**config.mk**
```make
export PLATFORM = sky130hd
export DESIGN_NAME = cpu_core
export DESIGN_NICKNAME = d
export VERILOG_FILES = /design/src/cpu_pkg.sv /design/src/cpu_core.sv /design/src/cpu_writeback.sv /design/src/cpu_execute.sv /design/src/cpu_decode.sv
export VERILOG_INCLUDE_DIRS = /design/src /design/src/src
export SDC_FILE = /design/constraint.sdc
export NUM_CORES = 1
export LEC_CHECK = 0
export ABC_AREA = 1
export BUFFER_PORTS_ARGS = -buffer_cell sky130_fd_sc_hd__buf_4
export CAP_MARGIN = 0
export CORE_ASPECT_RATIO = 1.4
export CORE_MARGIN = 3
export CORE_UTILIZATION = 60
export CTS_CLUSTER_SIZE = 28
export DETAILED_ROUTE_END_ITERATION = 16
export HOLD_SLACK_MARGIN = 0.1
export PLACE_DENSITY_LB_ADDON = 0.15
export SETUP_SLACK_MARGIN = 0.2
export SLEW_MARGIN = 20
export SYNTH_ARGS = -nofsm -noshare
export SYNTH_HDL_FRONTEND = slang
export SYNTH_SLANG_ARGS = --single-unit
```
**constraint.sdc**
```tcl
create_clock -name clk -period 6.6 [get_ports clk]
set_clock_uncertainty 0.15 [all_clocks]
set_input_delay 1.32 -clock clk [delete_from_list [all_inputs] [get_ports clk]]
set_output_delay 1.32 -clock clk [all_outputs]
set_load 0.05 [all_outputs]
```
**src/cpu_consts.svh**
```systemverilog
/*
  widths of the 16-bit multicycle core
  instruction word field positions
*/
`ifndef CPU_CONSTS_SVH
`define CPU_CONSTS_SVH

// ##########################################################
// datapath widths
// ##########################################################
// data word and register width
`define CPU_DATA_W     16
// pc and memory word address
`define CPU_PC_W       11
// register file size and index width
`define CPU_REG_CNT    16
`define CPU_REG_IDX_W  4

// ##########################################################
// instruction word fields
// ##########################################################
// opcode in the top three bits
`define CPU_OP_MSB     15
`define CPU_OP_LSB     13
// low bit of each 4-bit register field
`define CPU_RS_LSB     9
`define CPU_RT_LSB     5
`define CPU_RD_LSB     1
// signed immediate sits in the low bits
`define CPU_IMM_W      5
// jump target is 11 bits starting here
`define CPU_JMP_LSB    1

`endif
```
**src/cpu_pkg.sv**
```systemverilog
/*
  shared types of the core
  opcodes, FSM states, ALU operations
*/
package cpu_pkg;

  // ##########################################################
  // instruction opcodes
  // ##########################################################
  // 110 and 111 are unused and retire as no-ops
  typedef enum logic [2:0] {
    OP_ARITH  = 3'b000,
    OP_CMPMUL = 3'b001,
    OP_LOAD   = 3'b010,
    OP_STORE  = 3'b011,
    OP_BEQ    = 3'b100,
    OP_JUMP   = 3'b101
  } opcode_e;

  // ##########################################################
  // control FSM
  // ##########################################################
  typedef enum logic [2:0] {
    ST_FETCH,
    ST_DECODE,
    ST_EXECUTE,
    ST_MEMORY,
    ST_WRITEBACK
  } state_e;

  // opcode and func folded into one ALU select
  typedef enum logic [1:0] {
    ALU_ADD,
    ALU_SUB,
    ALU_SLT,
    ALU_MUL
  } alu_op_e;

endpackage

```
**src/cpu_core.sv**
```systemverilog
/*
  top level of the multicycle core
  decode, execute and writeback on plain memory ports
*/
`include "cpu_consts.svh"

module cpu_core (
  input  logic                    clk,
  input  logic                    rst_n,
  // instruction port
  output logic                    inst_req,
  output logic [`CPU_PC_W-1:0]    inst_addr,
  input  logic                    inst_valid,
  input  logic [`CPU_DATA_W-1:0]  inst_data,
  // data port
  output logic                    mem_rd,
  output logic                    mem_wr,
  output logic [`CPU_PC_W-1:0]    mem_addr,
  output logic [`CPU_DATA_W-1:0]  mem_wdata,
  input  logic                    mem_ack,
  input  logic [`CPU_DATA_W-1:0]  mem_rdata,
  // low one cycle per retired instruction
  output logic                    io_stall
);

  // ##########################################################
  // inner wires
  // ##########################################################
  // decode to execute
  logic                       operand_load;
  cpu_pkg::alu_op_e           alu_op;
  logic [`CPU_DATA_W-1:0]     imm;
  logic                       use_imm;
  // decode to writeback
  logic [`CPU_REG_IDX_W-1:0]  rs_idx;
  logic [`CPU_REG_IDX_W-1:0]  rt_idx;
  logic                       wb_en;
  logic [`CPU_REG_IDX_W-1:0]  wb_idx;
  logic                       wb_load;
  // register reads and results
  logic [`CPU_DATA_W-1:0]     rs_val;
  logic [`CPU_DATA_W-1:0]     rt_val;
  logic [`CPU_DATA_W-1:0]     alu_result;
  logic                       branch_equal;

  cpu_decode i_cpu_decode (
    .clk          (clk),
    .rst_n        (rst_n),
    .inst_valid   (inst_valid),
    .inst_data    (inst_data),
    .mem_ack      (mem_ack),
    .branch_equal (branch_equal),
    .inst_req     (inst_req),
    .inst_addr    (inst_addr),
    .mem_rd       (mem_rd),
    .mem_wr       (mem_wr),
    .operand_load (operand_load),
    .alu_op       (alu_op),
    .imm          (imm),
    .use_imm      (use_imm),
    .rs_idx       (rs_idx),
    .rt_idx       (rt_idx),
    .wb_en        (wb_en),
    .wb_idx       (wb_idx),
    .wb_load      (wb_load),
    .io_stall     (io_stall)
  );

  cpu_execute i_cpu_execute (
    .clk          (clk),
    .rst_n        (rst_n),
    .operand_load (operand_load),
    .alu_op       (alu_op),
    .imm          (imm),
    .use_imm      (use_imm),
    .rs_val       (rs_val),
    .rt_val       (rt_val),
    .alu_result   (alu_result),
    .mem_addr     (mem_addr),
    .mem_wdata    (mem_wdata),
    .branch_equal (branch_equal)
  );

  cpu_writeback i_cpu_writeback (
    .clk        (clk),
    .rst_n      (rst_n),
    .rs_idx     (rs_idx),
    .rt_idx     (rt_idx),
    .wb_en      (wb_en),
    .wb_idx     (wb_idx),
    .wb_load    (wb_load),
    .alu_result (alu_result),
    .mem_ack    (mem_ack),
    .mem_rdata  (mem_rdata),
    .rs_val     (rs_val),
    .rt_val     (rt_val)
  );

endmodule

```
**src/cpu_writeback.sv**
```systemverilog
/*
  register file, two combinational read ports
  load data latch and register write select
*/
`include "cpu_consts.svh"

module cpu_writeback (
  input  logic                       clk,
  input  logic                       rst_n,
  input  logic [`CPU_REG_IDX_W-1:0]  rs_idx,
  input  logic [`CPU_REG_IDX_W-1:0]  rt_idx,
  input  logic                       wb_en,
  input  logic [`CPU_REG_IDX_W-1:0]  wb_idx,
  input  logic                       wb_load,
  input  logic [`CPU_DATA_W-1:0]     alu_result,
  input  logic                       mem_ack,
  input  logic [`CPU_DATA_W-1:0]     mem_rdata,
  output logic [`CPU_DATA_W-1:0]     rs_val,
  output logic [`CPU_DATA_W-1:0]     rt_val
);

  logic signed [`CPU_DATA_W-1:0] regs [`CPU_REG_CNT];
  logic [`CPU_DATA_W-1:0]        load_q;
  logic [`CPU_DATA_W-1:0]        wb_data;

  // ##########################################################
  // load latch
  // ##########################################################
  // rdata only valid with the ack pulse
  always_ff @(posedge clk) begin
    if (mem_ack) begin
      load_q <= mem_rdata;
    end
  end

  assign wb_data = wb_load ? load_q : alu_result;

  // ##########################################################
  // register file
  // ##########################################################
  // all sixteen clear to zero
  always_ff @(posedge clk or negedge rst_n) begin
    if (!rst_n) begin
      for (int i = 0; i < `CPU_REG_CNT; i++) begin
        regs[i] <= '0;
      end
    end else if (wb_en) begin
      regs[wb_idx] <= wb_data;
    end
  end

  // read ports, sampled by execute at end of decode
  assign rs_val = regs[rs_idx];
  assign rt_val = regs[rt_idx];

endmodule

```
**src/cpu_execute.sv**
```systemverilog
/*
  operand latches and ALU with registered result
  data memory address, write data, branch compare
*/
`include "cpu_consts.svh"

module cpu_execute (
  input  logic                    clk,
  input  logic                    rst_n,
  input  logic                    operand_load,
  input  cpu_pkg::alu_op_e        alu_op,
  input  logic [`CPU_DATA_W-1:0]  imm,
  input  logic                    use_imm,
  input  logic [`CPU_DATA_W-1:0]  rs_val,
  input  logic [`CPU_DATA_W-1:0]  rt_val,
  output logic [`CPU_DATA_W-1:0]  alu_result,
  output logic [`CPU_PC_W-1:0]    mem_addr,
  output logic [`CPU_DATA_W-1:0]  mem_wdata,
  output logic                    branch_equal
);

  logic [`CPU_DATA_W-1:0]        rs_q;
  logic [`CPU_DATA_W-1:0]        rt_q;
  logic [`CPU_DATA_W-1:0]        opnd_b;
  logic [`CPU_DATA_W-1:0]        sum;
  logic [`CPU_DATA_W-1:0]        diff;
  logic signed [`CPU_DATA_W-1:0] prod;
  logic                          slt;
  logic [`CPU_DATA_W-1:0]        alu_nxt;
  logic                          exec_cycle;

  // ##########################################################
  // operand latches
  // ##########################################################
  // captured at the end of decode, held until the next decode
  always_ff @(posedge clk) begin
    if (operand_load) begin
      rs_q <= rs_val;
      rt_q <= rt_val;
    end
  end

  // marks the execute cycle, one after decode
  always_ff @(posedge clk or negedge rst_n) begin
    if (!rst_n) begin
      exec_cycle <= 1'b0;
    end else begin
      exec_cycle <= operand_load;
    end
  end

  // ##########################################################
  // ALU
  // ##########################################################
  // second adder input is the immediate for memory ops
  assign opnd_b = use_imm ? imm : rt_q;
  assign sum    = rs_q + opnd_b;
  assign diff   = rs_q - rt_q;
  // truncated to the low half of the signed product
  assign prod   = $signed(rs_q) * $signed(rt_q);
  assign slt    = $signed(rs_q) < $signed(rt_q);

  always_comb begin
    case (alu_op)
      cpu_pkg::ALU_SUB: alu_nxt = diff;
      cpu_pkg::ALU_SLT: alu_nxt = {{(`CPU_DATA_W-1){1'b0}}, slt};
      cpu_pkg::ALU_MUL: alu_nxt = prod;
      default:          alu_nxt = sum;
    endcase
  end

  // result held through writeback
  always_ff @(posedge clk) begin
    if (exec_cycle) begin
      alu_result <= alu_nxt;
    end
  end

  // ##########################################################
  // memory and branch
  // ##########################################################
  // word address is the low bits of rs + imm, wraps mod 2^11
  assign mem_addr     = sum[`CPU_PC_W-1:0];
  assign mem_wdata    = rt_q;
  assign branch_equal = (rs_q == rt_q);

endmodule

```
**src/cpu_decode.sv**
```systemverilog
/*
  control FSM, program counter and instruction register
  field split, ALU select and strobes
  instruction port, data strobes and stall flag
*/
`include "cpu_consts.svh"

module cpu_decode (
  input  logic                        clk,
  input  logic                        rst_n,
  input  logic                        inst_valid,
  input  logic [`CPU_DATA_W-1:0]      inst_data,
  input  logic                        mem_ack,
  input  logic                        branch_equal,
  output logic                        inst_req,
  output logic [`CPU_PC_W-1:0]        inst_addr,
  output logic                        mem_rd,
  output logic                        mem_wr,
  output logic                        operand_load,
  output cpu_pkg::alu_op_e            alu_op,
  output logic [`CPU_DATA_W-1:0]      imm,
  output logic                        use_imm,
  output logic [`CPU_REG_IDX_W-1:0]   rs_idx,
  output logic [`CPU_REG_IDX_W-1:0]   rt_idx,
  output logic                        wb_en,
  output logic [`CPU_REG_IDX_W-1:0]   wb_idx,
  output logic                        wb_load,
  output logic                        io_stall
);

  cpu_pkg::state_e             state;
  cpu_pkg::state_e             state_nxt;
  cpu_pkg::opcode_e            opcode;
  logic [`CPU_PC_W-1:0]        pc;
  logic [`CPU_DATA_W-1:0]      ir;
  logic                        func;
  logic [`CPU_REG_IDX_W-1:0]   rd_idx;
  logic [`CPU_PC_W-1:0]        jmp_target;
  logic                        retire;

  // ##########################################################
  // field split
  // ##########################################################
  assign opcode     = cpu_pkg::opcode_e'(ir[`CPU_OP_MSB:`CPU_OP_LSB]);
  // func is the lowest bit, shared with the immediate
  assign func       = ir[0];
  assign rs_idx     = ir[`CPU_RS_LSB +: `CPU_REG_IDX_W];
  assign rt_idx     = ir[`CPU_RT_LSB +: `CPU_REG_IDX_W];
  assign rd_idx     = ir[`CPU_RD_LSB +: `CPU_REG_IDX_W];
  assign jmp_target = ir[`CPU_JMP_LSB +: `CPU_PC_W];
  // 5-bit immediate, sign extended to the data width
  assign imm = {{(`CPU_DATA_W-`CPU_IMM_W){ir[`CPU_IMM_W-1]}}, ir[`CPU_IMM_W-1:0]};

  // memory ops add the immediate instead of rt
  assign use_imm = (opcode == cpu_pkg::OP_LOAD) || (opcode == cpu_pkg::OP_STORE);
  // LOAD writes rt from the load latch, ALU ops write rd
  assign wb_load = (opcode == cpu_pkg::OP_LOAD);
  assign wb_idx  = wb_load ? rt_idx : rd_idx;

  always_comb begin
    case (opcode)
      cpu_pkg::OP_ARITH:  alu_op = func ? cpu_pkg::ALU_SUB : cpu_pkg::ALU_ADD;
      cpu_pkg::OP_CMPMUL: alu_op = func ? cpu_pkg::ALU_MUL : cpu_pkg::ALU_SLT;
      // address adds for LOAD and STORE
      default:            alu_op = cpu_pkg::ALU_ADD;
    endcase
  end

  // per-state strobes to execute and writeback
  assign operand_load = (state == cpu_pkg::ST_DECODE);
  assign wb_en        = (state == cpu_pkg::ST_WRITEBACK);
  assign inst_addr    = pc;

  // ##########################################################
  // control FSM
  // ##########################################################
  always_comb begin
    state_nxt = state;
    case (state)
      cpu_pkg::ST_FETCH: begin
        if (inst_valid) begin
          state_nxt = cpu_pkg::ST_DECODE;
        end
      end
      cpu_pkg::ST_DECODE: begin
        case (opcode)
          cpu_pkg::OP_ARITH, cpu_pkg::OP_CMPMUL, cpu_pkg::OP_LOAD,
          cpu_pkg::OP_STORE, cpu_pkg::OP_BEQ: state_nxt = cpu_pkg::ST_EXECUTE;
          // JUMP done here, unused opcodes skipped
          default: state_nxt = cpu_pkg::ST_FETCH;
        endcase
      end
      cpu_pkg::ST_EXECUTE: begin
        case (opcode)
          cpu_pkg::OP_BEQ:                   state_nxt = cpu_pkg::ST_FETCH;
          cpu_pkg::OP_LOAD, cpu_pkg::OP_STORE: state_nxt = cpu_pkg::ST_MEMORY;
          default:                           state_nxt = cpu_pkg::ST_WRITEBACK;
        endcase
      end
      cpu_pkg::ST_MEMORY: begin
        // wait for the ack, a store is finished with it
        if (mem_ack) begin
          if (opcode == cpu_pkg::OP_STORE) begin
            state_nxt = cpu_pkg::ST_FETCH;
          end else begin
            state_nxt = cpu_pkg::ST_WRITEBACK;
          end
        end
      end
      default: state_nxt = cpu_pkg::ST_FETCH;
    endcase
  end

  // any return to fetch retires one instruction
  assign retire = (state != cpu_pkg::ST_FETCH) && (state_nxt == cpu_pkg::ST_FETCH);

  // strobes registered from the next state, so they track the state exactly
  always_ff @(posedge clk or negedge rst_n) begin
    if (!rst_n) begin
      state    <= cpu_pkg::ST_FETCH;
      inst_req <= 1'b0;
      mem_rd   <= 1'b0;
      mem_wr   <= 1'b0;
      io_stall <= 1'b1;
    end else begin
      state    <= state_nxt;
      inst_req <= (state_nxt == cpu_pkg::ST_FETCH);
      mem_rd   <= (state_nxt == cpu_pkg::ST_MEMORY) && (opcode == cpu_pkg::OP_LOAD);
      mem_wr   <= (state_nxt == cpu_pkg::ST_MEMORY) && (opcode == cpu_pkg::OP_STORE);
      // low for the one cycle after a retire
      io_stall <= !retire;
    end
  end

  // ##########################################################
  // pc and instruction register
  // ##########################################################
  always_ff @(posedge clk or negedge rst_n) begin
    if (!rst_n) begin
      pc <= '0;
    end else if (state == cpu_pkg::ST_DECODE) begin
      pc <= (opcode == cpu_pkg::OP_JUMP) ? jmp_target : pc + 1'b1;
    end else if ((state == cpu_pkg::ST_EXECUTE) && (opcode == cpu_pkg::OP_BEQ) &&
                 branch_equal) begin
      // pc already holds pc+1 here
      pc <= pc + imm[`CPU_PC_W-1:0];
    end
  end

  always_ff @(posedge clk) begin
    if ((state == cpu_pkg::ST_FETCH) && inst_valid) begin
      ir <= inst_data;
    end
  end

endmodule

```
; ---- After elaboration in Yosys (flattened, before gate mapping)
; Cells that the tools add are included.
[op_classes]
addsub = 4
multipliers = 1
order_cmp = 5
eq_ne = 14
n_mux = 25
bitwise = 3
reduce_logical = 16
[ops]
columns = op, count
row1 = $bwmux W256, 1
row2 = $bmux W16 S4, 2
row3 = $mux W16, 7
row4 = $demux W16 S4, 1
row5 = $pmux W16 S3, 1
row6 = $mux W11, 3
row7 = $add A16 B16 Y16, 1
row8 = $eq A16 B16 Y1, 1
row9 = $lt A16 B16 Y1, 1
row10 = $mul A16 B16 Y16, 1
row11 = $sub A16 B16 Y16, 1
row12 = $eq A3 B2 Y1 const B, 5
row13 = $ge A5 B5 Y1 const B, 3
row14 = $not A4 Y5, 3
row15 = $pmux W3 S4, 1
row16 = $add A11 B1 Y11 const B, 1
row17 = $add A11 B11 Y11, 1
row18 = $eq A3 B3 Y1 const B, 3
row19 = $logic_not A3 Y1, 3
row20 = $mux W3, 3
row21 = $logic_and A1 B1 Y1, 7
row22 = $eq A3 B1 Y1 const B, 2
row23 = $pmux W3 S2, 1
row24 = $lt A5 B1 Y1 const B, 1
row25 = 12 further kinds, 14
[word_totals]
ff_bits = 355
inputBits = 36
out_inout_bits = 42
wordCells = 96

; ---- Depth between registers and ports, before layout
; Gate-level depths: netlist of the first run.
[logic_depth]
depth_word = 8
ltp_mapped = 28
depth_no_buf = 27

; ---- Hierarchy
; A second synthesis of the first run with hierarchy kept.
[unflattened]
hier_cells = 3685
hier_area_um2 = 25927.4
[modules_own_cells]
columns = mod, instances, cells_per_inst, area_per_inst_um2, seq_area_each_um2
row1 = cpu_writeback, 1, 2289, 15464.8, 6886.6
row2 = cpu_execute, 1, 1071, 7981.4, 1466.4
row3 = cpu_decode, 1, 325, 2481.1, 932.1

; ---- Worst setup path before layout of the first run
; Ideal clock, no wire load.
[synth_timing]
path_kind = reg2reg
from = register i_cpu_execute.rt_q[1], in the netlist i_cpu_execute.mem_wdata[1]
to = register i_cpu_execute.alu_result[14] (data pin)
setup_time_ps = 262
arrival_time_ps = 5412
required_ps = 6188
slack_ps = 776
path_stages_with_launch = 21
n_path_buf = 2
period_less_slack_ps = 5824
cell_sequence = edfxtp_1 clkbuf_1 clkbuf_1 nand2_1 fa_1 fa_1 fa_1 fa_1 inv_1 fa_1 inv_1 fa_1 inv_1 ha_1 inv_1 nor3_1 nand3_1 o2111ai_1 a21oi_1 o21ai_0 nand3_1
[synth_between]
elab_chain_cells = 3
elab_cells_between_ends = 5
classes_between = 2 x add/sub / 1 x mul / 2 x mux
[synth_rtl]
columns = item, line_no
row1 = from (decl), cpu_execute.sv:23  ; logic [`CPU_DATA_W-1:0] rt_q;
row2 = from (signal assigned), cpu_execute.sv:39  ; rt_q <= rt_val;
row3 = branches (longest 2 deep; another with $mul A16 B16 Y16), n/a
row4 = $pmux W16 S3 *, cpu_execute.sv:64  ; case (alu_op)
row5 = via i_cpu_execute.alu_nxt[14], cpu_execute.sv:29  ; logic [`CPU_DATA_W-1:0] alu_nxt;
row6 = to (signal assigned), cpu_execute.sv:75  ; alu_result <= alu_nxt;
row7 = to (decl), cpu_execute.sv:16  ; output logic [`CPU_DATA_W-1:0] alu_result,
; Mark *: on every way through the listed nets, which the timed path passes.
; A chain may end at the register's enable or synchronous reset.

; ---- Worst setup path in the final report of the first run
; Ends and elaborated chain as after synthesis.

==> metrics.txt, run 1 <==
post-synthesis average cell area 7.71 um^2; Worst setup SP type register; Setup Fix Bufs, Post-CTS 0; Final Slew Violations 0; setup violators final 0; Rows 86; max cap viols 0; total number of vias 22393; crit path kind reg2reg; largest net degree at the start of global routing 123; clk root buf clkbuf_16; Rel. slew slack 22.9%; area share of the largest cell type after synthesis 28.2%; DR iter-0 viols 2276; crit path capture type register; chip width 176 um; hpwl dp 52200 um; CTS sink cnt 355; Final Cell Area 0.0263 mm^2; initial antenna violation count 0; first-pass GRT wire length 121000 um; HP Class reg2reg; Final nets 3345; CTS Buf Count 37; CTS clock-pin slew for the worst setup and hold paths 0.07 ns; die area 0.0430 mm^2; cts repair resizes 0; Final Hold Fails 0; CTS Hold Buffers Added 0; unrepaired setup endpoints after global routing false; Synth Instances 3152; worst slew pin tran 1.13 ns; Die H 244 um; global route overflow 0; htree depth 2; Yosys top cell by area dfrtp_1; number of synthesized flops with an enable pin 80; CP required 6.68 ns; wire length per cell 21.3 um; Filler cells 3414; Ant. Diodes 0; GPL Wtd Cong 1.09; Yosys warning count 0; IO Pins 78; CTS tree built; initial core utilization 61.2%; fin crit period 5.86 ns; DRT Pass-1 Iters 7; IO Port Bufs 77; clk_lat worst skew 0.53 ns; Cell Area, Placed 0.0251 mm^2; layout cell share with drive strength beyond 1 7.04%; status finished clean; Post-Syn Nets 3381; top_reg_cell synth dfrtp_1; vias per inst 6.10; post-layout util 66.3%; clock buffer depth 3; Synth async-reset ratio 77.5%; register area share after synthesis 38.2%; crit share post-route 88.7%; WP data arrival 5.94 ns; top post-synthesis cells by area dfrtp_1 (28%), o21ai_0 (11%), nand2_1 (10%); number of routed nets with antenna violations 0; final WL 78300 um; vias in the first global route 21872; r2r setup slk 0.74 ns; mapped cell area 0.0243 mm^2; Setup TNS 0 ns; Yosys reg bits 355; Distinct cells, synth 49; Syn-to-layout area delta 8.32%; Residual DRC 0; Core Region 0.0397 mm^2; Worst Path Max Fanout 18; Max Clock Freq 171 MHz; GRT Util Overall 36.1%
## final timing paths
| path | from | end | depth (start not counted) |
|---|---|---|---|
| min | i_cpu_writeback.regs[39] | i_cpu_writeback.regs[39] | 2 |
| max reg2reg | i_cpu_execute.mem_wdata[1] | i_cpu_execute.alu_result[14] | 18 |
| min reg2reg | i_cpu_writeback.regs[39] | i_cpu_writeback.regs[39] | 2 |
| max | i_cpu_execute.mem_wdata[1] | i_cpu_execute.alu_result[14] | 18 |
| min in group asynchronous | rst_n | i_cpu_writeback.regs[161] | 1 |
| max in group asynchronous | rst_n | i_cpu_decode.inst_addr[5] | 2 |
## cell type report
class	instances	area [um^2]	area share, %
well taps	528	661	2.51
clock buffers	53	1080	4.09
repair buffers	125	958	3.64
flip-flops and latches	355	9290	35.3
multi-input cells	2172	12600	48.0
inverters	425	1600	6.06
clock inverters	11	111	0.423
## logic make-up after synthesis
family	synth area share, %
multiplexers	0.659
XOR/XNOR	1.01
AO/OA/AOI/OAI	22.2
adder cells (fa/ha/maj)	12.5
flip-flops	38.2
buffers and inverters	9.89
AND/OR/NAND/NOR	15.5
## placed cells by master (no fill, tap or decap), drive strengths merged, types with 2 or more instances in the layout
master   instances
o21a             2
o2111ai          3
xor2            17
nand3b           7
nand3           78
dfrtp          274
o21bai           5
nor2           149
or2              8
o22ai            6
ha             111
o21ai          670
a21o             5
a31oi           12
inv            425
a211oi           2
nand4            8
o211ai           6
nand2          658
bufinv           2
nor3            18
mux2i           16
a21boi           3
fa              82
buf            125
a21oi          225
o221ai          64
clkinv           9
xnor2           11
clkbuf          53
edfxtp          80
## cell usage after synthesis, types with 2 or more instances
| library cell | number |
|---|---|
| o211ai_1 | 6 |
| a21oi_1 | 225 |
| clkbuf_1 | 151 |
| fa_1 | 82 |
| nand2_1 | 651 |
| inv_2 | 4 |
| a21o_1 | 5 |
| xor2_1 | 17 |
| nand4_1 | 8 |
| xnor2_1 | 11 |
| o22ai_1 | 6 |
| o21ai_0 | 555 |
| nand2_2 | 7 |
| a21boi_0 | 3 |
| o21ai_1 | 111 |
| o21bai_1 | 5 |
| or2_2 | 7 |
| nand3_1 | 78 |
| a211oi_1 | 2 |
| mux2i_1 | 16 |
| nor2_4 | 3 |
| nor3_1 | 17 |
| o21ai_2 | 3 |
| nor2_2 | 4 |
| nor2_1 | 141 |
| edfxtp_1 | 80 |
| o21a_1 | 2 |
| a31oi_1 | 12 |
| o221ai_1 | 64 |
| buf_1 | 10 |
| nand3b_1 | 7 |
| ha_1 | 111 |
| dfrtp_1 | 274 |
| o2111ai_1 | 3 |
| clkinv_1 | 2 |
| inv_1 | 419 |
| buf_2 | 38 |
## flip-flops by register name (all words and copies together), names as in the netlist
| signal | cells |
|---|---|
| i_cpu_decode.mem_rd | 1 |
| i_cpu_writeback.load_q | 16 |
| i_cpu_execute.alu_result | 16 |
| i_cpu_execute.rs_q | 16 |
| i_cpu_writeback.regs | 256 |
| i_cpu_decode.state | 3 |
| i_cpu_decode.io_stall | 1 |
| i_cpu_decode.inst_addr | 11 |
| i_cpu_execute.exec_cycle | 1 |
| i_cpu_decode.mem_wr | 1 |
| i_cpu_decode.ir | 16 |
| i_cpu_execute.mem_wdata | 16 |
| i_cpu_decode.inst_req | 1 |
## metrics by stage
stage	std cells	hold slack (ns)	setup WS (ns)
finish	3669	0.337	0.743
global route	3669	0.364	0.494
CTS	3669	0.338	0.774
detailed placement	3605	0.323	0.795
global placement	3605	0.319	0.849
floorplan	3152	0.303	0.776
## worst max-delay path, cell delays in order (launching register included)
cell,delay (ns)
edfxtp_1,0.73
nand2_1,0.17
fa_1,0.54
fa_1,0.55
inv_1,0.06
fa_1,0.49
fa_1,0.51
fa_1,0.49
inv_1,0.06
fa_1,0.55
inv_1,0.06
ha_1,0.39
nand2_1,0.10
nor3_1,0.21
nand3_1,0.11
o2111ai_1,0.10
a21oi_1,0.08
o21ai_0,0.10
nand3_1,0.10
## layer usage
metal | track usage (%) | vias up | wire length, um | share of wire, %
met5 | 0 | - | 0 | 0
met4 | 22.4 | 0 | 5470 | 7.0
met3 | 5.03 | 274 | 6410 | 8.2
met2 | 60.0 | 1122 | 37800 | 48
met1 | 44.3 | 10654 | 28700 | 37
li1 | - | 10343 | - | -
Power of run 1 is left out: the tool's default activity adds up to more than one toggle a clock period on the data nets, which glitch-free logic cannot reach.
==> inputs of run 2 (changes only) <==
--- a/config.mk
+++ b/config.mk
@@ -6,7 +6,6 @@
 export SDC_FILE = /design/constraint.sdc
 export NUM_CORES = 1
 export LEC_CHECK = 0
-export ABC_AREA = 1
 export BUFFER_PORTS_ARGS = -buffer_cell sky130_fd_sc_hd__buf_4
 export CAP_MARGIN = 0
 export CORE_ASPECT_RATIO = 1.4
==> run 2 against run 1 <==
First-iteration DRC count fell by 24%. Register-to-register slack got worse by 0.27 ns. Synthesized cell count fell by 33%. Clock-buffer cell count fell by 7. Hold slack improved by 0.0081 ns. Area after synthesis fell by 5.5%. Wire length fell by 20%. Final cell count fell by 28%. Critical endpoint unchanged.
==> metrics.txt, run 2 <==
status finished clean; area share of the largest cell type after synthesis 29.9% (+1.6 points); Worst setup SP type register; WP data arrival 6.26 ns (+0.32 ns); initial core utilization 61.0% (-0.18 points); crit path capture type register; Final Cell Area 0.0252 mm^2 (-4.3%); chip width 171 um (-2.7%); dpl ws 0.463 ns (-0.332 ns); DR iter-0 viols 1732 (-24%); number of synthesized flops with an enable pin 80 (unchanged); CTS tree built; initial antenna violation count 2 (+2); Residual DRC 0 (unchanged); HP Class reg2reg; Final Slew Violations 0 (unchanged); cts repair resizes 0 (unchanged); total number of vias 16708 (-25%); post-synthesis average cell area 10.9 um^2 (+41%); layout cell share with drive strength beyond 1 17.3% (+10 points); delay-heaviest family, CP adder cells; Rows 84 (-2.3%); Post-Syn Nets 2344 (-31%); register area share after synthesis 40.5% (+2.2 points); Rel. slew slack 23.5% (+0.62 points); clock buffer depth 3 (unchanged); CP cell instances nand2_1 > fa_1 > inv_1 > fa_1 > ha_1 > inv_1 > fa_1 > fa_1 > fa_1 > inv_1 > ha_1 > nor3_1 > o211ai_1 > a31oi_1 > nor2b_1 > o21a_1 > o41ai_2 > xor2_1 > nor2_1 > a221o_1; most frequent cell after synthesis nand2_1; crit path kind reg2reg; CP required 6.74 ns (+0.06 ns); CTS Hold Buffers Added 0 (unchanged); Setup Fix Bufs, Post-CTS 0 (unchanged); Worst Path Max Fanout 12 (-6); IO Port Bufs 77 (unchanged); fin crit period 6.12 ns (+0.267 ns); Distinct cells, synth 62 (+27%); Synth Instances 2115 (-33%); top_reg_cell synth dfrtp_1; CP max stage delay 0.70 ns (-0.03 ns); global route overflow 0 (unchanged); IO Pins 78 (unchanged); mapped cell area 0.0229 mm^2 (-5.5%); DRT Pass-1 Iters 6 (-1); Yosys warning count 0 (unchanged); Final Hold Fails 0 (unchanged); CTS sink cnt 355 (unchanged); CTS Buf Count 37 (unchanged); max cap viols 0 (unchanged); Yosys top cell by area dfrtp_1; largest net degree at the start of global routing 165 (+34%); most frequent cells in the layout nand2_1 (279), dfrtp_1 (274), o21ai_0 (200), nor2_1 (164), inv_1 (161); Cell Area, Placed 0.0240 mm^2 (-4.5%); crit share post-route 92.8% (+4.1 points); Die H 237 um (-2.7%); Synth async-reset ratio 77.5% (unchanged); Reg with most FFs i_cpu_writeback.regs; max reg flops 256 (unchanged); WP buf/inv 3 (unchanged); setup violators final 0 (unchanged); Yosys reg bits 355 (unchanged); CTS clock-pin slew for the worst setup and hold paths 0.07 ns (about the same); Final nets 2380 (-29%); unrepaired setup endpoints after global routing false; GPL Wtd Cong 0.974 (-10%); commonest cells in the netlist nand2_1 (279), dfrtp_1 (274), o21ai_0 (200), nor2_1 (166), inv_1 (161); worst slew pin tran 1.13 ns (-0.00912 ns); worst setup slack after layout 0.476 ns (-0.267 ns); commonest non-fill, non-tap cell in the layout nand2_1; top post-synthesis cells by area dfrtp_1 (30%), mux4_2 (16%), edfxtp_1 (10%); clk root buf clkbuf_16; first-pass GRT wire length 97700 um (-19%); clk_lat worst skew 0.53 ns (about the same); hpwl dp 42400 um (-19%); vias per inst 6.31 (+3.4%); Syn-to-layout area delta 9.78%; final WL 62800 um (-20%); Core Region 0.0376 mm^2 (-5.2%); vias in the first global route 17304 (-21%); Setup TNS 0 ns (unchanged); r2r setup slk 0.48 ns (-0.27 ns); die area 0.0407 mm^2 (-5.4%); htree depth 2 (unchanged); Max Clock Freq 163 MHz (-4.4%); wire length per cell 23.7 um (+11%); CP most frequent cell fa_1; Slowest-stage cell, CP edfxtp_1; number of routed nets with antenna violations 0 (unchanged); GRT Util Overall 31.6% (-4.4 points)
## run 2: cell type report
class                      count  area [um^2]
fill                        2855        12400
sequential                   355         9290
inverter                     161          604
clock buffer                  46         1000
multi-input combinational   1461        12500
timing repair buffer         135         1050
tap                          473          592
clock inverter                15          156
antenna                        2         5.00
## run 2: worst paths after layout
kind	start	end	depth (start not counted)
worst min-delay path	i_cpu_writeback.regs[21]	i_cpu_writeback.regs[21]	2
worst min register to register	i_cpu_writeback.regs[21]	i_cpu_writeback.regs[21]	2
worst max-delay path	i_cpu_execute.rs_q[6]	i_cpu_execute.alu_result[14]	20
min in group asynchronous	rst_n	i_cpu_writeback.regs[237]	1
max in group asynchronous	rst_n	i_cpu_writeback.regs[50]	2
worst max register to register	i_cpu_execute.rs_q[6]	i_cpu_execute.alu_result[14]	20
## run 2: logic make-up (layout without fill, tap and decap cells)
kind of cell	after synthesis	after routing	synth area share, %
multiplexers	177	177	16.4
buffers and inverters	299	357	5.18
XOR/XNOR	81	81	3.09
AO/OA/AOI/OAI	431	431	10.7
adder cells (fa/ha/maj)	193	193	13.2
other	0	2	0
flip-flops	355	355	40.5
AND/OR/NAND/NOR	579	579	10.9
## run 2: metal layers
| metal | up-vias | GRT usage (%) | share of wire [%] | wire (um) |
|---|---|---|---|---|
| met5 | - | 0 | 0 | 0 |
| met4 | 0 | 15.4 | 5.7 | 3610 |
| met3 | 207 | 4.01 | 7.0 | 4370 |
| met2 | 750 | 53.2 | 50 | 31200 |
| met1 | 8310 | 41.0 | 38 | 23700 |
| li1 | 7441 | - | - | - |
## run 2: worst reg2reg max path, cell delays in order, from the launching register on
cell and delay [ns]:
edfxtp_1 0.70, nand2_1 0.17, fa_1 0.57, inv_1 0.06, fa_1 0.56, ha_1 0.15, inv_1 0.05, fa_1 0.47
fa_1 0.51, fa_1 0.49, inv_1 0.04, ha_1 0.22, nor3_1 0.21, o211ai_1 0.13, a31oi_1 0.29, nor2b_1 0.11
o21a_1 0.20, o41ai_2 0.23, xor2_1 0.25, nor2_1 0.07, a221o_1 0.26
## run 2: metrics by stage
| stage | cells | utilization, % | hold WS (ns) |
|---|---|---|---|
| 2_1_floorplan | 2115 | - | 0.311 |
| 3_3_place_gp | 2582 | 63.8 | 0.324 |
| 3_5_place_dp | 2582 | 63.8 | 0.335 |
| 4_1_cts | 2643 | 66.8 | 0.348 |
| 5_1_grt | 2647 | 66.9 | 0.374 |
| 6_report | 2648 | 67.0 | 0.345 |
Power of run 2 is left out for the same reason.
